===== config.mk =====
export PLATFORM = sky130hd
export DESIGN_NAME = branch_predictor
export DESIGN_NICKNAME = d
export VERILOG_FILES = /design/src/logic/frontend_pkg.sv /design/src/logic/branch_predictor.sv
export SDC_FILE = /design/constraint.sdc
export NUM_CORES = 2
export LEC_CHECK = 0
export BUFFER_PORTS_ARGS = -buffer_cell sky130_fd_sc_hd__clkbuf_2
export CELL_PAD_IN_SITES_DETAIL_PLACEMENT = 1
export CELL_PAD_IN_SITES_GLOBAL_PLACEMENT = 1
export CORE_UTILIZATION = 45
export CTS_CLUSTER_DIAMETER = 100
export DETAILED_ROUTE_END_ITERATION = 16
export PLACE_DENSITY = 0.76
export SETUP_SLACK_MARGIN = 0.4
export SYNTH_ARGS = -nofsm -noshare
export SYNTH_HDL_FRONTEND = slang
export SYNTH_SLANG_ARGS = --single-unit

===== constraint.sdc =====
create_clock -name clk -period 7 [get_ports clk]
set_input_delay 0.35 -clock clk [delete_from_list [all_inputs] [get_ports clk]]
set_output_delay 0.35 -clock clk [all_outputs]
set_load 0.1 [all_outputs]

===== src/logic/frontend_pkg.sv =====
package frontend_pkg;

    typedef logic [31:0] virt_t;
    typedef logic [31:0] uint32_t;

    // address error on instruction fetch
    localparam logic [4:0] EXC_ADEL = 5'h04;

    // the only kind of entry the table learns
    localparam logic [1:0] BR_TYPE_COND = 2'd1;

    typedef struct packed {
        logic       ex;
        logic [4:0] exccode;
        logic       tlb_refill;
        logic       bd;
        virt_t      epc;
    } exception_t;

    typedef enum logic {
        Fetch_Wait,
        Fetch_Complete
    } fetch_state_t;

    typedef struct packed {
        logic [19:0] tag;
        logic [1:0]  br_type;
        logic [1:0]  count;
        logic        inst2;
        virt_t       target;
    } bht_entry_t;

    typedef struct packed {
        logic       valid;
        virt_t      pc;
        exception_t exception;
        logic       epoch;
    } prefetch_to_fetch_bus_t;

    typedef struct packed {
        logic         valid;
        fetch_state_t state;
        virt_t        pc;
        uint32_t      inst;
        logic         br_taken;
        bht_entry_t   bpu_entry;
        exception_t   exception;
        logic         epoch;
    } fetch_queue_entry_t;

    typedef struct packed {
        logic  valid;
        virt_t pc;
    } fetch_to_bpu_bus_t;

    typedef struct packed {
        logic  valid;
        virt_t pc;
        virt_t target;
        logic  taken;
    } bpu_update_t;

    typedef struct packed {
        logic       valid;
        virt_t      pc;
        uint32_t    inst;
        logic       br_taken;
        bht_entry_t bpu_entry;
        exception_t exception;
    } fetch_to_decode_bus_t;

    // from_slot2 is only raised while the delay-slot pair is still to be issued
    typedef struct packed {
        logic  valid;
        virt_t target;
        logic  from_slot2;
    } redirect_t;

endpackage


===== src/logic/branch_predictor.sv =====
`timescale 1ns/100ps

module branch_predictor import frontend_pkg::*; #(
    parameter int BHT_ENTRIES = 64
) (
    input  logic              clk,
    input  logic              reset,
    input  fetch_to_bpu_bus_t fetch_to_bpu_bus,
    input  bpu_update_t       bpu_update,
    output logic              br_taken,
    output virt_t             br_target,
    output bht_entry_t        bpu_entry
);

    localparam int IDX_W = $clog2(BHT_ENTRIES);

    bht_entry_t             bht [BHT_ENTRIES];
    logic [BHT_ENTRIES-1:0] bht_valid;
    logic [IDX_W-1:0]       rd_idx;
    logic [IDX_W-1:0]       wr_idx;
    bht_entry_t             rd_entry;
    bht_entry_t             wr_old;
    bht_entry_t             wr_new;
    logic                   rd_hit;
    logic                   wr_hit;

    // pair pc bits above the index folded into 20 bits
    function automatic logic [19:0] tag_of(virt_t pc);
        return pc[31:12] ^ 20'(pc[11:3] >> IDX_W);
    endfunction

    assign rd_idx   = fetch_to_bpu_bus.pc[IDX_W+2:3];
    assign rd_entry = bht[rd_idx];
    assign rd_hit   = fetch_to_bpu_bus.valid && bht_valid[rd_idx]
                   && rd_entry.tag == tag_of(fetch_to_bpu_bus.pc);

    assign br_taken  = rd_hit && rd_entry.count[1];
    assign br_target = rd_entry.target;
    assign bpu_entry = rd_hit ? rd_entry : '0;

    assign wr_idx = bpu_update.pc[IDX_W+2:3];
    assign wr_old = bht[wr_idx];
    assign wr_hit = bht_valid[wr_idx] && wr_old.tag == tag_of(bpu_update.pc);

    always_comb begin
        wr_new.tag     = tag_of(bpu_update.pc);
        wr_new.br_type = BR_TYPE_COND;
        wr_new.inst2   = bpu_update.pc[2];
        wr_new.target  = bpu_update.target;
        // a fresh entry starts weakly on the side of its first outcome
        if (!wr_hit)
            wr_new.count = bpu_update.taken ? 2'd2 : 2'd1;
        else if (bpu_update.taken && wr_old.count != 2'd3)
            wr_new.count = wr_old.count + 2'd1;
        else if (!bpu_update.taken && wr_old.count != 2'd0)
            wr_new.count = wr_old.count - 2'd1;
        else
            wr_new.count = wr_old.count;
    end

    always_ff @(posedge clk) begin
        if (bpu_update.valid) begin
            bht[wr_idx] <= wr_new;
        end
    end

    always_ff @(posedge clk) begin
        if (reset) begin
            bht_valid <= '0;
        end else if (bpu_update.valid) begin
            bht_valid[wr_idx] <= 1'b1;
        end
    end

endmodule


## After elaboration in Yosys (flattened, before gate mapping)

Memories as Yosys holds them, arrays and structs flattened.
Cells that the tools add are included.

| word-level totals | value |
|---|---|
| RAM bits | 3520 |
| output and inout port bits | 90 |
| ROM bits | 0 |
| word-level logic and storage cells | 35 |
| bits of input ports | 101 |
| latch bits | 0 |
| memories kept | 1 |
| bits in registers | 64 |

| operators by class | value |
|---|---|
| multiply operators | 0 |
| order comparisons | 3 |
| $add $sub $neg | 2 |
| reduce and logical (&&, ||, !) cells | 9 |
| multiplexer cells | 13 |
| bitwise gates (word level) | 3 |
| divide/modulo/power cells | 0 |
| shift operators | 0 |
| equality and inequality tests | 3 |

Memory list:

| memory | depth | bits a word | read ports | clocked after memory_dff | wr ports | line | source |
|---|---|---|---|---|---|---|---|
| bht | 64 | 55 | 2 | 0 | 1 | branch_predictor.sv:17 | `bht_entry_t bht [BHT_ENTRIES];` |

Operators by type and width:

| cell | number |
|---|---|
| $or 64x64->64 | 1 |
| $mux 57 | 1 |
| $eq 20x20->1 | 2 |
| $xor 20x3->20 | 2 |
| $lt 6x7->1 const B | 2 |
| $bmux 1 s6 | 2 |
| $mux 2 | 4 |
| $logic_and 1x1->1 | 7 |
| $demux 1 s6 | 1 |
| $ge 6x1->1 const B | 1 |
| $mux 1 | 5 |
| $add 2x1->2 const B | 1 |
| $ne 2x2->1 const B | 1 |
| $reduce_bool 2->1 | 1 |
| $sub 2x1->2 const B | 1 |
| $logic_not 1->1 | 1 |

## Logic depth before layout (Yosys ltp)

An unclocked memory read counts as a cell.

| depth | value |
|---|---|
| depth after elaboration | 6 |
| depth in mapped cells | 18 |
| mapped depth without buffers | 12 |

## Least setup slack after synthesis

No wires, ideal clock.

| path | value |
|---|---|
| kind | input port to output port |
| start | input port fetch_to_bpu_bus[4] in the netlist's numbering |
| end | output port bpu_entry[0] in the netlist's numbering |
| path slack | -443 ps |
| stages | 12 |
| data required time | 6650 ps |
| path buffers | 7 |
| arrival time | 7093 ps |
| path through | buf_2 > buf_2 > buf_4 > buf_2 > buf_2 > clkbuf_1 > buf_1 > mux4_2 > mux4_2 > mux2i_1 > o21ai_0 > nor3b_1 |

RTL lines:

| what | line | source |
|---|---|---|
| start: declaration | branch_predictor.sv:8 | `input fetch_to_bpu_bus_t fetch_to_bpu_bus,` |
| end: declaration | branch_predictor.sv:12 | `output bht_entry_t bpu_entry` |

==> results list <==
* Outcome: finished, final reports clean
- Area of the die: 335000 µm²
* PwrDens: 275 nW/µm²
- Summing the areas of all fa, ha and maj instances in the mapped netlist gives 0.0167% of the synthesized area.
* Reg2reg setup slack: 1530 ps
- Final max-slew violation count: 0
- Layout overhead on the synthesized area: 14.1%
* Compound-cell area share of the yosys netlist: 3.55%
- The critical path ends at bpu_entry[50].
* Worst path arrival time: 5940 ps
- After detailed routing, the average wire length per cell comes to 43.3 µm.
- Post-DP HPWL: 298 mm
- Quantity of gates resized following cts: 0
- Ratio of cells with drive above 1 in the final layout: 32.8%
- In the routed layout, each cell is associated on average with a via count of 7.14.
- Leading cell type in the layout, fill and taps excluded: sky130_fd_sc_hd__edfxtp_1
- The number of hold buffers added after CTS was 0.
* Actual slew at the worst max-slew pin: 1320 ps
- Critical Path, Cell by Cell: mux4_2, mux4_2, nor2b_1, a211oi_1, a21oi_1, xnor2_2, buf_4, nand4_1, buf_4, or4_4, a2111oi_2, buf_4, buf_12
* Data required time of the critical path: 6650 ps
- Setup slack on the critical path of the routed design comes to 709 ps.
* Number of buffers created by CTS: 364
- Max Buffers Root-to-Sink: 4
- Counting flops with a built-in enable in the synthesized netlist gives 3520.
- Final Net Count: 7645
* Floorplan die height: 579 µm
- # H-tree levels: 5
* Static leakage power: 53.7 nW
- Placeable core region: 331000 µm²
* Via count of the first global-routing pass: 87856
- In the synthesized netlist, the number of instances is 7115.
- Commonest cells after routing, fill and taps aside: 3520 x sky130_fd_sc_hd__edfxtp_1, 1208 x sky130_fd_sc_hd__mux4_2, 372 x sky130_fd_sc_hd__clkbuf_16
- Yosys Warn Count: 0
* Most used cell along the critical path: sky130_fd_sc_hd__buf_4
- Multi-input logic area: 40900 µm²
* # clock sinks: 3584
- Timing would allow up to 159 MHz.
- Clock network latency to the later pin of the worst-skew pair: 940 ps
- Of all nets on the critical path, the largest fanout is 9.
- Simple-Gate Fraction of Synth Area: 2.01%
* Width of the die: 579 µm
- Largest stage delay on the critical path: 790 ps
- Summed over all failing endpoints, the final setup total negative slack is 0 ps.
- CTS root buf: sky130_fd_sc_hd__clkbuf_16
- Clock tree skew after final layout: 68.9 ps
* Capturing element type of the critical path: output pin
* Max-cap violations: 0
* Cell with the largest stage delay on the worst path: sky130_fd_sc_hd__or4_4
- The worst setup path is launched from a flop.
- After synthesis the cells add up to 150000 µm².
- Capture point of the worst reg-to-reg path: bht[16][33]
* Share of the synthesized area in the top cell type: 70.6%
- After the first detailed-routing iteration, the DRC count stood at 15541.
* Final worst-path cycle share: 89.9%
- Fill cell instance count of the final layout: 28945
- Worst relative slew slack: 11.7%
- Routed via count: 87210
- Antenna-violating nets left: 0
- After synthesis, flip-flops and latches occupy 71.4% of the total area.
- Summed over all layers, the global routing overflow is 0.
- Setup Viol. Count Final: 0
* Global router's overall resource usage: 31.4%
- The number of cells on the worst reg-to-reg path is 11.
- Share of synthesized registers carrying an async set or reset: 0%
- Hold Fails Final Rpt: 0
- Setup repair after global routing left no endpoint under its margin.
* Routed wire length: 529 mm
- Largest net degree at the start of global routing: 132
- By area the synthesized netlist is led by sky130_fd_sc_hd__edfxtp_1 71%, sky130_fd_sc_hd__mux4_2 18%, sky130_fd_sc_hd__mux2i_1 2.0%.
- Buffers added to address setup during post-CTS repair amount to 0.
- Count of cell types in the netlist: 82
- Pre-CTS WS: 674 ps
- Multiplexer area fraction after synthesis: 21.0%
- Pin placement for this block handled 191 I/O pins.
* Post-Syn Nets: 7218
* Top FF cell, synth: sky130_fd_sc_hd__edfxtp_1
- Synth Register Bits: 3584
- Largest family of logic cells by synthesized area: multiplexers
- Xor/xnor cell area share of the yosys netlist: 0.263%
- Effective utilization at floorplan: 45.3%
- The pre-antenna-repair detailed-routing pass consisted of 8 iterations.
* Final weighted congestion in routability-driven placement: 0.915
- In this run the most critical hold path is launched from bpu_update[51].
* Startpoint of the worst register-to-register path: bht[30][36]
- Crit path launch: bht[5][39]
- After clock tree synthesis, the clock-pin slew on the worst setup and hold paths is 70 ps.
- Classification of the worst setup path: reg2out
- Minimum clock period after layout: 6290 ps
* Number of buffers added on ports: 184
- Global-route wire length before repair: 721 mm
- Flip-flop and latch area: 107000 µm²
* Number of rows in the core area: 211
- IR analysis of the VDD net gives a maximum drop of 0.296 mV.
- Largest area contributor in the synthesized netlist: sky130_fd_sc_hd__edfxtp_1
- Drt drc: 0
- The number of antenna violations at the first check in global routing is 46.
- CTS tree: built
- The worst hold path belongs to the class in2reg.
- Post-Synthesis Mean Instance Area: 21.1 µm²
-- report_power, final --
group          switching [mW]  total [mW]  internal [mW]
logic                    2.23        3.44           1.20
registers              0.0563        23.8           23.7
clock network            8.43        19.7           11.3
-- state kept, by name, summed over array words and instances (netlist names) --
register and cells:
bht 3520, bht_valid 64
-- cell families (layout without fill, tap and decap cells) --
| family | count (synthesis) | in the layout |
|---|---|---|
| flops | 3584 | 3584 |
| mux | 1616 | 1616 |
| compound gates | 736 | 736 |
| simple gates | 593 | 593 |
| buf+inv | 538 | 1247 |
| xor+xnor | 45 | 45 |
| fa+ha+maj | 2 | 2 |
| other cells | 1 | 26 |
-- per-layer routing --
metal | wire [µm] | GRT usage, %
met4 | 37900 | 18.4
met5 | 476 | 0
met3 | 75000 | 8.73
met1 | 177000 | 40.4
met2 | 239000 | 48.0
-- worst min path at each step --
stage | depth (start not counted) | slack (ps) | to
2_1_floorplan | 0 | 450 | bht[0][0]
3_3_place_gp | 2 | 470 | bht_valid[9]
3_5_place_dp | 2 | 490 | bht_valid[30]
4_1_cts | 2 | 60 | bht[52][41]
5_1_grt | 2 | 110 | bht[43][45]
6_report | 2 | 80 | bht[57][41]
-- area by class of cell --
| class | count | area share (%) |
|---|---|---|
| antenna | 25 | 0.0366 |
| clock buffer | 442 | 5.63 |
| clock inverter | 206 | 1.27 |
| inverter | 30 | 0.0754 |
| multi-input combinational | 2993 | 23.9 |
| sequential | 3584 | 62.6 |
| tap | 4366 | 3.20 |
| timing repair buffer | 569 | 3.29 |
-- per-stage QoR --
step           utilization [%]  power (mW)  instances  hold WS (ps)  area (µm²)
2_1_floorplan                -        26.2       7115           449      150000
3_3_place_gp              48.1        27.5      11539           467      159000
3_5_place_dp              48.1        27.6      11542           489      159000
4_1_cts                   51.7        46.9      12190          60.9      171000
5_1_grt                   51.7        47.7      12195           108      171000
6_report                  51.7        46.9      12215          77.9      171000
-- critical path: cells and delay by family (launching register included) --
| kind | cells | cell delay (ps) |
|---|---|---|
| AOI/OAI and AO/OA | 3 | 1570 |
| buffers and inverters | 4 | 740 |
| DFF | 1 | 440 |
| muxes | 2 | 950 |
| and+or+nand+nor | 3 | 1080 |
| xor gates and xnor gates | 1 | 220 |
-- cell usage after synthesis, types with 18 or more instances --
library cell,number
sky130_fd_sc_hd__xnor2_1,31
sky130_fd_sc_hd__o2bb2ai_1,25
sky130_fd_sc_hd__dfxtp_1,64
sky130_fd_sc_hd__nor2_1,267
sky130_fd_sc_hd__clkbuf_1,187
sky130_fd_sc_hd__buf_6,28
sky130_fd_sc_hd__o21ai_0,89
sky130_fd_sc_hd__a221o_1,40
sky130_fd_sc_hd__o22ai_1,83
sky130_fd_sc_hd__edfxtp_1,3520
sky130_fd_sc_hd__buf_4,51
sky130_fd_sc_hd__nand2_1,122
sky130_fd_sc_hd__nor2b_1,23
sky130_fd_sc_hd__a211oi_1,28
sky130_fd_sc_hd__buf_2,184
sky130_fd_sc_hd__a22oi_1,114
sky130_fd_sc_hd__mux2i_1,304
sky130_fd_sc_hd__a221oi_1,87
sky130_fd_sc_hd__nor3_2,31
sky130_fd_sc_hd__a21oi_1,107
sky130_fd_sc_hd__a31oi_1,22
sky130_fd_sc_hd__nor3b_2,18
sky130_fd_sc_hd__buf_1,58
sky130_fd_sc_hd__inv_1,26
sky130_fd_sc_hd__mux2_2,101
sky130_fd_sc_hd__mux4_2,1208
sky130_fd_sc_hd__nand3_1,31
sky130_fd_sc_hd__a22o_1,33
(Power assumes the default switching activity.)
