[src/logic/frontend_pkg.sv]
package frontend_pkg;

    typedef logic [31:0] virt_t;
    typedef logic [31:0] uint32_t;

    // address error on instruction fetch
    localparam logic [4:0] EXC_ADEL = 5'h04;

    // the only kind of entry the table learns
    localparam logic [1:0] BR_TYPE_COND = 2'd1;

    typedef struct packed {
        logic       ex;
        logic [4:0] exccode;
        logic       tlb_refill;
        logic       bd;
        virt_t      epc;
    } exception_t;

    typedef enum logic {
        Fetch_Wait,
        Fetch_Complete
    } fetch_state_t;

    typedef struct packed {
        logic [19:0] tag;
        logic [1:0]  br_type;
        logic [1:0]  count;
        logic        inst2;
        virt_t       target;
    } bht_entry_t;

    typedef struct packed {
        logic       valid;
        virt_t      pc;
        exception_t exception;
        logic       epoch;
    } prefetch_to_fetch_bus_t;

    typedef struct packed {
        logic         valid;
        fetch_state_t state;
        virt_t        pc;
        uint32_t      inst;
        logic         br_taken;
        bht_entry_t   bpu_entry;
        exception_t   exception;
        logic         epoch;
    } fetch_queue_entry_t;

    typedef struct packed {
        logic  valid;
        virt_t pc;
    } fetch_to_bpu_bus_t;

    typedef struct packed {
        logic  valid;
        virt_t pc;
        virt_t target;
        logic  taken;
    } bpu_update_t;

    typedef struct packed {
        logic       valid;
        virt_t      pc;
        uint32_t    inst;
        logic       br_taken;
        bht_entry_t bpu_entry;
        exception_t exception;
    } fetch_to_decode_bus_t;

    // from_slot2 is only raised while the delay-slot pair is still to be issued
    typedef struct packed {
        logic  valid;
        virt_t target;
        logic  from_slot2;
    } redirect_t;

endpackage

[src/logic/prefetch_stage.sv]
`timescale 1ns/100ps

module prefetch_stage import frontend_pkg::*; #(
    parameter virt_t RESET_PC = 32'hbfc0_0000
) (
    input  logic                   clk,
    input  logic                   reset,
    input  logic                   fs_allowin,
    input  redirect_t              redirect,
    input  logic                   icache_addr_ok,
    output logic                   icache_req,
    output virt_t                  icache_addr,
    output logic                   pfs_to_valid,
    output prefetch_to_fetch_bus_t prefetch_to_fetch_bus1,
    output prefetch_to_fetch_bus_t prefetch_to_fetch_bus2
);

    virt_t pc;
    virt_t pc_seq;
    virt_t jump_target;
    virt_t pc1;
    virt_t pc2;
    logic  epoch;
    logic  jump_pending;
    logic  active;
    logic  req_hold;
    logic  addr_err;

    assign addr_err = pc[1:0] != 2'b00;
    assign pc1      = {pc[31:3], 1'b0, pc[1:0]};
    assign pc2      = {pc[31:3], 1'b1, pc[1:0]};
    assign pc_seq   = {pc[31:3] + 29'd1, 1'b0, pc[1:0]};

    // once raised, the request stays up until the cache takes it
    assign icache_req  = active && !addr_err && (fs_allowin || req_hold);
    assign icache_addr = {pc[31:3], 3'b000};

    // a misaligned pair bypasses the cache
    assign pfs_to_valid = icache_req && icache_addr_ok || active && addr_err && fs_allowin;

    always_comb begin
        prefetch_to_fetch_bus1 = '0;
        prefetch_to_fetch_bus1.valid             = !pc[2];
        prefetch_to_fetch_bus1.pc                = pc1;
        prefetch_to_fetch_bus1.exception.ex      = addr_err;
        prefetch_to_fetch_bus1.exception.exccode = addr_err ? EXC_ADEL : 5'h00;
        prefetch_to_fetch_bus1.exception.epc     = pc1;
        prefetch_to_fetch_bus1.epoch             = epoch;

        prefetch_to_fetch_bus2 = '0;
        prefetch_to_fetch_bus2.valid             = 1'b1;
        prefetch_to_fetch_bus2.pc                = pc2;
        prefetch_to_fetch_bus2.exception.ex      = addr_err;
        prefetch_to_fetch_bus2.exception.exccode = addr_err ? EXC_ADEL : 5'h00;
        prefetch_to_fetch_bus2.exception.epc     = pc2;
        prefetch_to_fetch_bus2.epoch             = epoch;
    end

    always_ff @(posedge clk) begin
        if (reset) begin
            pc           <= RESET_PC;
            epoch        <= 1'b0;
            jump_pending <= 1'b0;
            active       <= 1'b0;
            req_hold     <= 1'b0;
        end else begin
            active   <= 1'b1;
            req_hold <= icache_req && !icache_addr_ok;
            if (redirect.valid && redirect.from_slot2) begin
                // delay-slot pair goes out first, in the old epoch
                jump_pending <= 1'b1;
            end else if (redirect.valid) begin
                pc           <= redirect.target;
                // fetch already toggled for a jump still pending
                epoch        <= epoch ^ !jump_pending;
                jump_pending <= 1'b0;
            end else if (pfs_to_valid && jump_pending) begin
                pc           <= jump_target;
                epoch        <= !epoch;
                jump_pending <= 1'b0;
            end else if (pfs_to_valid) begin
                pc <= pc_seq;
            end
        end
    end

    always_ff @(posedge clk) begin
        if (redirect.valid) begin
            jump_target <= redirect.target;
        end
    end

endmodule

[config.mk]
export PLATFORM = sky130hd
export DESIGN_NAME = prefetch_stage
export DESIGN_NICKNAME = d
export VERILOG_FILES = /design/src/logic/frontend_pkg.sv /design/src/logic/prefetch_stage.sv
export SDC_FILE = /design/constraint.sdc
export NUM_CORES = 1
export LEC_CHECK = 0
export ABC_AREA = 1
export BUFFER_PORTS_ARGS = -buffer_cell sky130_fd_sc_hd__buf_2
export CAP_MARGIN = 20
export CORE_AREA = 8 8 142 144
export CTS_CLUSTER_DIAMETER = 120
export DETAILED_ROUTE_END_ITERATION = 8
export DIE_AREA = 0 0 150 152
export GPL_TIMING_DRIVEN = 0
export PLACE_DENSITY = 0.59
export SLEW_MARGIN = 20
export SYNTH_ARGS = -nofsm -noshare
export SYNTH_HDL_FRONTEND = slang
export SYNTH_SLANG_ARGS = --single-unit
[constraint.sdc]
create_clock -name clk -period 2.93 [get_ports clk]
set_input_delay 0.586 -clock clk [delete_from_list [all_inputs] [get_ports clk]]
set_output_delay 0.586 -clock clk [all_outputs]
set_load 0.05 [all_outputs]
-- After elaboration in Yosys (flattened, before gate mapping)
Index checks and enable logic that the tools add are counted.
- register bits after elaboration: 68
- input port bits: 38
- output and inout bits: 182
- word-level logic and storage cells: 41
- add/subtract/negate cells: 1
- multiplexer cells: 10
- bitwise gates (word level): 2
- reduce and logical (&&, ||, !) cells: 21
- operators with widths (operator ; count):
    $mux W32 ; 3
    $add A29 B1 Y29 const B ; 1
    $logic_and A1 B1 Y1 ; 8
    $mux W1 ; 6
    $reduce_bool A3 Y1 ; 2
    $logic_not A1 Y1 ; 5
    $reduce_and A2 Y1 ; 2
    $reduce_bool A2 Y1 ; 2
    $mux W3 ; 1
    $logic_or A1 B1 Y1 ; 2
    $not A1 Y1 ; 1
    $xor A1 B1 Y1 ; 1

-- Longest topological paths before layout
Gate-level depths: netlist (run 1).
- word-level depth: 10
- depth in mapped cells: 12

-- Least setup slack after synthesis (run 1)
OpenSTA, ideal clock, no wires.
- path type: input to output
- from: input port fs_allowin
- to: output port pfs_to_valid
- arrival: 1.267 ns
- data required time: 2.344 ns
- slack: 1.077 ns
- stages: 5
- path buffers: 1
- cells stage by stage: inv_1 -> nand2_1 -> nand4_1 -> nand2_2 -> buf_2
- longest elaborated chain between the ends: 4
- elaborated cells on any way between the ends: 5
- ends and longest elaborated chain (element ; line ; source):
    start: declaration ; prefetch_stage.sv:8 ; input logic fs_allowin,
    $logic_or A1 B1 Y1 ; prefetch_stage.sv:35 ; assign icache_req = active && !addr_err && (fs_allowin || req_hold);
    $logic_and A1 B1 Y1 ; prefetch_stage.sv:35 ;
    $logic_and A1 B1 Y1 ; prefetch_stage.sv:39 ; assign pfs_to_valid = icache_req && icache_addr_ok || active && addr_err && fs_allowin;
    $logic_or A1 B1 Y1 (*) ; prefetch_stage.sv:39 ;
    end: declaration ; prefetch_stage.sv:13 ; output logic pfs_to_valid,
Mark *: on every way between the ends. The rest lies on a longest branch, timed or not.

-- Final worst setup path (run 1)
- from: register pc[1]
- to: output port pfs_to_valid
- longest elaborated chain between the ends: 6
- elaborated cells on any way between the ends: 8
- ends and longest elaborated chain (element ; line ; source):
    start: declaration ; prefetch_stage.sv:18 ; virt_t pc;
    start signal: assignment ; prefetch_stage.sv:73 ; pc <= redirect.target;
    start signal: assignment ; prefetch_stage.sv:78 ; pc <= jump_target;
    start signal: assignment ; prefetch_stage.sv:82 ; pc <= pc_seq;
    $reduce_bool A2 Y1 (*) ; prefetch_stage.sv:29 ; assign addr_err = pc[1:0] != 2'b00;
    via addr_err ; prefetch_stage.sv:27 ; logic addr_err;
    $logic_not A1 Y1 ; prefetch_stage.sv:35 ;
    $logic_and A1 B1 Y1 (2 in a row) ; prefetch_stage.sv:35 ;
    $logic_and A1 B1 Y1 ; prefetch_stage.sv:39 ;
    $logic_or A1 B1 Y1 (*) ; prefetch_stage.sv:39 ;
The timed path passes the listed nets; every way through them passes the cells marked *.

==> flow_summary.toml, run 1 <==
[global_route]
track_usage_pct = 13.84
grt_pass1_vias = 4796
grt_max_degree = 39
overflow = 0
grt_pass1_wl_mm = 25.05
antenna_found_initial = 1

[worst_setup_path]
criticalPathCategory = "reg -> out"
r2r_slack_ns = 0.93
path_max_fanout = 10
worst_path_max_delay_cell = "dfxtp_1"
cp-startpoint = "pc[1]"
worstPathArrival_ns = 1.93
cp.buffers_inverters = 3
start_kind = "register"
required_ns = 2.34
critPathMaxStageDelay_ns = 0.44
rr_startpoint = "pc[3]"
end_kind = "output port"
cp_common_cell = "buf_2"
crit_path_cell_trace = "nor2_2, inv_1, nand3_2, nand2_2, buf_2, buf_2"
critPathTopFamily = "buffers and inverters"

[layout]
fill_cells = 1922
fin_area_sq_um = 6883
n_antenna_cell = 0
layout.nets = 1034
areaGrowthSynthToFinish_pct = 31.10
drive_above_1_share_pct = 41.60
final_core_util_pct = 38.71

[synth]
async_flop_share_pct = 0
netlist_area_sq_um = 5250
syn_area_per_cell_sq_um = 6.845
synth_most_common_cell = "nand2_1"
synthAdderAreaFrac_pct = 0.2383
ys_seq_elements = 68
synth_flop_cell = "dfxtp_1"
synth_edf_count = 32
yosys.area.top_type = "buf_4"
synth_top_area_share_pct = 25.88
synthSimpleGateAreaFrac_pct = 33.20
synthXorXnorAreaFrac_pct = 1.668
synth-compound-area-share_pct = 1.907
synth.area.top_cells = "buf_4 (26%), edfxtp_1 (18%), nand2_1 (17%), dfxtp_1 (14%), nor2_1 (7.4%)"
yosys-top-cells-count = "nand2_1 (243), buf_4 (181), nor2_1 (103)"
synth_top_family_by_area = "simple AND/OR/NAND/NOR gates"
yosys_warnings = 0
yosysSeqAreaShare_pct = 32.03
ys_types = 30
synth_cells = 767
muxShareOfSynthArea_pct = 0

[sta]
relSlewSlack_pct = 38.75
setup_tns_ns = 0
setup_viol = 0
drv_slew = 0
fin_crit_sh_pct = 85.84
final-hold-violation-count = 0
finClkSkew_ns = 0.007728
worst_pin_slew_ns = 0.9188
fmax_ghz = 0.3976
rsz0062_at_grt = "false"
post-route-min-period_ns = 2.515

[floorplanning]
die_area_sq_um = 22800
start_util_pct = 29.53
core.rowCount = 49
io_pins = 220
core-area_sq_um = 17780
die_w_um = 150
die_h_um = 152

[cts]
cts_tree = "done"
hold_buffers = 0
cts-root-buf = "clkbuf_16"
clock_path_buffers = 2
clk-insertion-delay-late_ns = 0.35
cts_sinks = 68
htreeDepth = 3
cts_setup_buffers = 0
ctsResizeCount = 0
cts_buffers = 9
clkTransAtPathRegs_ns = 0.05

[drt]
wl_per_cell_um = 12.73
vias = 4915
vias_per_cell = 3.999
drc = 0
first_pass_iters = 4
first_iter_violations = 214
wl_mm = 15.65
ant_nets = 0

[power_and_ir_drop]
p_per_area_nw_per_um2 = 516.2
power.leakage_nw = 3.836
vdd_drop_max_uv = 322.2

[min_path]
hold_class = "in -> reg"
hp-start = "icache_addr_ok"

[placement]
hpwl_mm = 12.53
place.gp.congestion = 0.8946
portBuffers = 199
post_dp_cell_area_sq_um = 6600

[flow_run]
maxCapViolCount = 0

[outcome]
status = "complete, no violations"
==> where the power goes <==
group | switching, W | internal, W | leakage (nW)
registers | 0.0000995 | 0.00107 | 0.609
clock network | 0.000394 | 0.000641 | 0.140
logic | 0.000931 | 0.000415 | 3.09
==> cells in the final DEF, fill, tap and decap left out, drive strengths merged <==
| cell type | Yosys | layout |
|---|---|---|
| ha | 1 | 1 |
| dfxtp | 36 | 36 |
| edfxtp | 32 | 32 |
| inv | 47 | 47 |
| o21bai | 4 | 4 |
| nor3 | 1 | 1 |
| clkinv | 1 | 2 |
| nand2 | 248 | 248 |
| nand3 | 59 | 59 |
| xor2 | 4 | 4 |
| buf | 194 | 393 |
| conb | 2 | 20 |
| or2 | 2 | 2 |
| nand4 | 5 | 5 |
| o21ai | 4 | 4 |
| clkbuf | 2 | 17 |
| nor3b | 1 | 1 |
| a21oi | 10 | 10 |
| xnor2 | 6 | 6 |
| nor2 | 108 | 108 |
==> worst paths after layout <==
check                 endpoint  depth (start not counted)
setup / recovery  pfs_to_valid                          6
setup reg to reg        pc[17]                         10
hold / removal        req_hold                          2
hold reg to reg          pc[2]                          2
==> cell type report <==
class                           count  area (sq um)  area share, %
Buffer                            196          1438          20.89
Clock inverter                      1         5.005        0.07271
Inverter                           48         180.2          2.618
Sequential cell                    68          1682          24.43
Multi-Input combinational cell    473          2018          29.32
Timing Repair Buffer              199         996.0          14.47
Clock buffer                       15         277.8          4.036
Tap cell                          229         286.5          4.163
==> metal layers <==
layer  part of all wire [%]  track usage [%]  vias to the layer above
met4                    1.2            3.905                        2
met5                  0.064                0                        -
met2                     45            22.79                      181
met3                    9.6            4.247                       17
met1                     44            16.99                     2072
li1                       -                -                     2643
==> stage by stage <==
step | hold slack (ns) | power (W) | setup WS, ns | cells
2_1_floorplan | 0.4261 | 0.002261 | 1.077 | 785
3_3_place_gp | 0.4439 | 0.002539 | 0.3378 | 1213
3_5_place_dp | 0.4428 | 0.002546 | 0.2923 | 1213
4_1_cts | 0.4032 | 0.003595 | 0.4010 | 1229
5_1_grt | 0.4188 | 0.003723 | 0.3005 | 1229
6_report | 0.4166 | 0.003553 | 0.4150 | 1229
==> state kept, by name, summed over array words and instances (netlist names) <==
name and cells:
epoch 1, jump_target 32, active 1, req_hold 1
pc 32, jump_pending 1
==> kinds of logic after synthesis <==
kind of cell               count (synthesis)
AOI/OAI and AO/OA                         18
and+or+nand+nor                          424
xor gates and xnor gates                  10
other                                      2
buffers and inverters                    244
DFF                                       68
adders and majority gates                  1
(Power assumes the default switching activity.)
==> run 2: changes to the inputs <==
--- a/config.mk
+++ b/config.mk
@@ -13,7 +13,7 @@
 export DETAILED_ROUTE_END_ITERATION = 8
 export DIE_AREA = 0 0 150 152
 export GPL_TIMING_DRIVEN = 0
-export PLACE_DENSITY = 0.59
+export PLACE_DENSITY = 0.61
 export SLEW_MARGIN = 20
 export SYNTH_ARGS = -nofsm -noshare
 export SYNTH_HDL_FRONTEND = slang
==> constraint.sdc (replaced) <==
create_clock -name clk -period 2.1 [get_ports clk]
set_input_delay 0.42 -clock clk [delete_from_list [all_inputs] [get_ports clk]]
set_output_delay 0.42 -clock clk [all_outputs]
set_load 0.05 [all_outputs]
==> run 2 against run 1 <==
  * Clock-buffer cell count down 1
  * Worst setup slack worse by 0.22 ns
  * Highest routed layer unchanged
  * Sequential share of layout area about the same
  * Combinational power up 39%
  * Worst hold slack worse by 0.17 ns
  * Sequential power up 39%
  * Core utilization up 0.16 points
  * Non-clock buffer count down 1
==> flow_summary.toml, run 2 (synthesis gave the netlist of run 1 again) <==
[cts]
clkTransAtPathRegs_ns = 0.05
htreeDepth = 3
cts_buffers = 9
clk-insertion-delay-late_ns = 0.35
cts-root-buf = "clkbuf_16"
cts_sinks = 68
cts_tree = "done"
clock_path_buffers = 2
hold_buffers = 0

[floorplanning]
io_pins = 220
core-area_sq_um = 17780
die_area_sq_um = 22800
start_util_pct = 29.53
die_w_um = 150
die_h_um = 152
core.rowCount = 49

[worst_setup_path]
worst_path_max_delay_cell = "dfxtp_2"
worstPathArrival_ns = 1.49
start_kind = "register"
cp-startpoint = "pc[0]"
rr_startpoint = "pc[3]"
end_kind = "output port"
criticalPathCategory = "reg -> out"
rr_endpoint = "pc[17]"
r2r_slack_ns = 0.24
crit_path_cell_trace = "nor2_2, inv_1, nand3_2, nand2_4, buf_6"
cp-endpoint = "pfs_to_valid"
required_ns = 1.68
ff2ff_path_depth = 10
critPathMaxStageDelay_ns = 0.38
path_max_fanout = 18

[placement]
post_dp_cell_area_sq_um = 6600
place_ws_ns = -0.3753
place.gp.congestion = 0.8659
portBuffers = 199
hpwl_mm = 12.58

[drt]
drc = 0
wl_per_cell_um = 12.77
vias = 5016
ant_nets = 0
vias_per_cell = 4.085
wl_mm = 15.68
first_pass_iters = 4
first_iter_violations = 248

[sta]
drv_slew = 0
worst_pin_slew_ns = 0.6779
fin_ws_ns = 0.1924
fin_crit_sh_pct = 90.84
relSlewSlack_pct = 54.81
final-hold-violation-count = 0
finClkSkew_ns = 0.008196
post-route-min-period_ns = 1.908
rsz0062_at_grt = "false"
fmax_ghz = 0.5242
setup_viol = 0

[global_route]
overflow = 0
grt_pass1_wl_mm = 24.72
grt_pass1_vias = 4857
grt_max_degree = 39
antenna_found_initial = 3
track_usage_pct = 13.66

[layout]
areaGrowthSynthToFinish_pct = 31.65
layout_common_cells = "nand2_1 (243), buf_2 (202), buf_4 (182)"
final_common_cell = "nand2_1"
final_core_util_pct = 38.87
layout.nets = 1033
n_antenna_cell = 0
fin_area_sq_um = 6912
biggestRegsByFlops = "jump_target (32), pc (32)"
drive_above_1_share_pct = 41.84

[power_and_ir_drop]
finalPower_w = 0.005056
switching_share_pct = 39.52
seqPwrFrac_pct = 32.3
p_per_area_nw_per_um2 = 731.5
vdd_drop_max_uv = 419.8
power.internal_w = 0.003058
switching_power_w = 0.001998
clockPowerShare_pct = 30.5
power.leakage_nw = 3.840
power_frac_comb_pct = 37.1

[flow_run]
maxCapViolCount = 0

[outcome]
status = "complete, no violations"

[min_path]
hold_class = "in -> reg"
min_path_cells = 2
-- run 2: final cells by class --
class | count | area (sq um)
clock buffers | 14 | 264.0
flip-flops and latches | 68 | 1687
clock inverters | 2 | 33.78
multi-input cells | 473 | 2023
plain buffers | 195 | 1433
well taps | 229 | 286.5
inverters | 48 | 180.2
fillers | 1918 | 10870
repair buffers | 199 | 1005
-- run 2: power by group through the flow --
stage	logic (W)	registers, W	clock network, W
after floorplan	0.00154	0.00161	0
after detailed placement	0.00189	0.00166	0
after CTS	0.00190	0.00164	0.00158
after global placement	0.00188	0.00166	0
final	0.00188	0.00163	0.00154
after global routing	0.00200	0.00166	0.00162
-- run 2: critical path, delay by kind of cell (launching register included) --
family	cells	cell delay, ns
and+or+nand+nor	3	0.40
DFF	1	0.38
buffers and inverters	2	0.34
-- run 2: worst min path at each step --
stage                         from  endpoint
finish              icache_addr_ok  req_hold
global route        icache_addr_ok  req_hold
CTS                 icache_addr_ok  req_hold
detailed placement           pc[2]     pc[2]
global placement             pc[2]     pc[2]
floorplan                    pc[2]     pc[2]
-- run 2: what timing repair did --
item,CTS,global route
setup buffers,0,0
endpoints found under the hold margin,0,0
gates resized for setup,6,3
gates cloned,0,0
setup endpoints to repair,2,3
-- run 2: metal layers --
metal | GRT usage (%) | share of wire, %
met1 | 15.80 | 43
met2 | 22.85 | 46
met3 | 4.425 | 9.3
met5 | 0 | 0.22
met4 | 5.190 | 1.7
-- run 2: through the flow --
step	instances	hold slack, ns	TNS (ns)
finish	1228	0.2499	0
floorplan	785	0.4261	0
global route	1228	0.2462	0
global placement	1213	0.4499	-8.101
CTS	1229	0.2323	0
detailed placement	1213	0.4488	-9.602
==> run 3: changes to the inputs <==
--- a/config.mk
+++ b/config.mk
@@ -13,6 +13,7 @@
 export DETAILED_ROUTE_END_ITERATION = 8
 export DIE_AREA = 0 0 150 152
 export GPL_TIMING_DRIVEN = 0
+export HOLD_SLACK_MARGIN = 0.06
 export PLACE_DENSITY = 0.61
 export SLEW_MARGIN = 20
 export SYNTH_ARGS = -nofsm -noshare
==> constraint.sdc (replaced) <==
create_clock -name clk -period 2.1 [get_ports clk]
set_input_delay 0.42 -clock clk [delete_from_list [all_inputs] [get_ports clk]]
set_output_delay 0.42 -clock clk [all_outputs]
set_load 0.02 [all_outputs]
==> run 3 against run 2 <==
  * Final area hardly changed
  * Worst hold slack barely moved
  * Die area unchanged
  * Clock skew about the same
  * Critical path depth unchanged
  * Clock-buffer cell count did not move
==> flow_summary.toml, run 3 (synthesis gave the netlist of run 1 again) <==
[global_route]
antenna_found_initial = 3
overflow = 0
grt_pass1_vias = 4853
grt_pass1_wl_mm = 24.70
grt_max_degree = 39
track_usage_pct = 13.65

[cts]
cts_buffers = 9
clkTransAtPathRegs_ns = 0.05
clock_path_buffers = 2
hold_buffers = 0
cts_tree = "done"
cts_sinks = 68
cts_setup_buffers = 0
htreeDepth = 3
ctsResizeCount = 5
cts-root-buf = "clkbuf_16"
clk-insertion-delay-late_ns = 0.35

[worst_setup_path]
critPathTopFamily = "simple AND/OR/NAND/NOR gates"
worstPathArrival_ns = 1.50
path_max_fanout = 18
cp-startpoint = "pc[0]"
end_kind = "output port"
worst_path_max_delay_cell = "dfxtp_2"
cp.buffers_inverters = 2
crit_path_cell_trace = "nor2_2, inv_1, nand3_2, nand2_4, buf_2"
rr_startpoint = "pc[3]"
criticalPathCategory = "reg -> out"
start_kind = "register"
required_ns = 1.68
critPathMaxStageDelay_ns = 0.38

[sta]
finClkSkew_ns = 0.008180
setup_tns_ns = 0
fin_ws_ns = 0.1799
drv_slew = 0
fmax_ghz = 0.5208
final-hold-violation-count = 0
relSlewSlack_pct = 54.79
rsz0062_at_grt = "false"
worst_pin_slew_ns = 0.6782
setup_viol = 0
fin_crit_sh_pct = 91.43
post-route-min-period_ns = 1.920

[drt]
first_iter_violations = 245
vias = 5035
drc = 0
wl_mm = 15.70
ant_nets = 0
first_pass_iters = 6
wl_per_cell_um = 12.78
vias_per_cell = 4.100

[power_and_ir_drop]
vdd_drop_max_uv = 390.4
power.leakage_nw = 3.839
finalPower_w = 0.004481
p_per_area_nw_per_um2 = 648.9

[layout]
final_common_cell = "nand2_1"
fin_area_sq_um = 6905
final_core_util_pct = 38.84
layout_common_cells = "nand2_1 (243), buf_2 (203), buf_4 (182)"
biggestRegsByFlops = "jump_target (32), pc (32)"
layout.nets = 1033
drive_above_1_share_pct = 41.84
areaGrowthSynthToFinish_pct = 31.53
n_antenna_cell = 0

[placement]
hpwl_mm = 12.58
place_ws_ns = -0.3753
portBuffers = 199
post_dp_cell_area_sq_um = 6600
place.gp.congestion = 0.8659

[floorplanning]
core.rowCount = 49
io_pins = 220
die_area_sq_um = 22800
core-area_sq_um = 17780
start_util_pct = 29.53
die_w_um = 150
die_h_um = 152

[outcome]
status = "complete, no violations"

[flow_run]
maxCapViolCount = 0

[min_path]
hp-start = "icache_addr_ok"
hold_class = "in -> reg"
run 3: cell count changes in the layout (fill, tap and decap cells not counted):
cell   delta
buf_6     -1
buf_2     +1
run 3: final timing paths:
check	to	slack, ns	cells past startpoint
hold reg to reg	pc[2]	0.45	2
hold / removal	req_hold	0.25	2
setup reg to reg	pc[17]	0.24	10
setup / recovery	pfs_to_valid	0.18	5
run 3: worst register-to-register path, delay by kind of cell (launching register included):
| kind | cells | cell delay, ns |
|---|---|---|
| adder cells (fa/ha/maj) | 1 | 0.26 |
| flip-flops | 1 | 0.45 |
| AND/OR/NAND/NOR | 9 | 1.04 |
run 3: cell type report:
cell class	instances	area [sq um]
Fill cell	1918	10870
Multi-Input combinational cell	473	2023
Sequential cell	68	1687
Buffer	195	1433
Timing Repair Buffer	199	998.5
Tap cell	229	286.5
Clock buffer	14	264.0
Inverter	48	180.2
Clock inverter	2	33.78
run 3: stage by stage:
stage               cells  hold slack (ns)
floorplan             785           0.4261
global placement     1213           0.4499
detailed placement   1213           0.4488
CTS                  1229           0.2323
global route         1228           0.2462
finish               1228           0.2499
run 3: per-layer routing:
layer / wire (um) / share of wire (%) / global-route usage, %
met1: 6758 / 43 / 15.80
met2: 7162 / 46 / 22.83
met3: 1465 / 9.3 / 4.425
met4: 272 / 1.7 / 5.190
met5: 35 / 0.22 / 0
run 3: power by group:
group          leakage (nW)  internal, W  total (W)  switching, W
sequential            0.610      0.00150    0.00163      0.000139
combinational          3.08     0.000578    0.00130      0.000725
clock                 0.145     0.000981    0.00154      0.000563
total                  3.84      0.00305    0.00448       0.00143
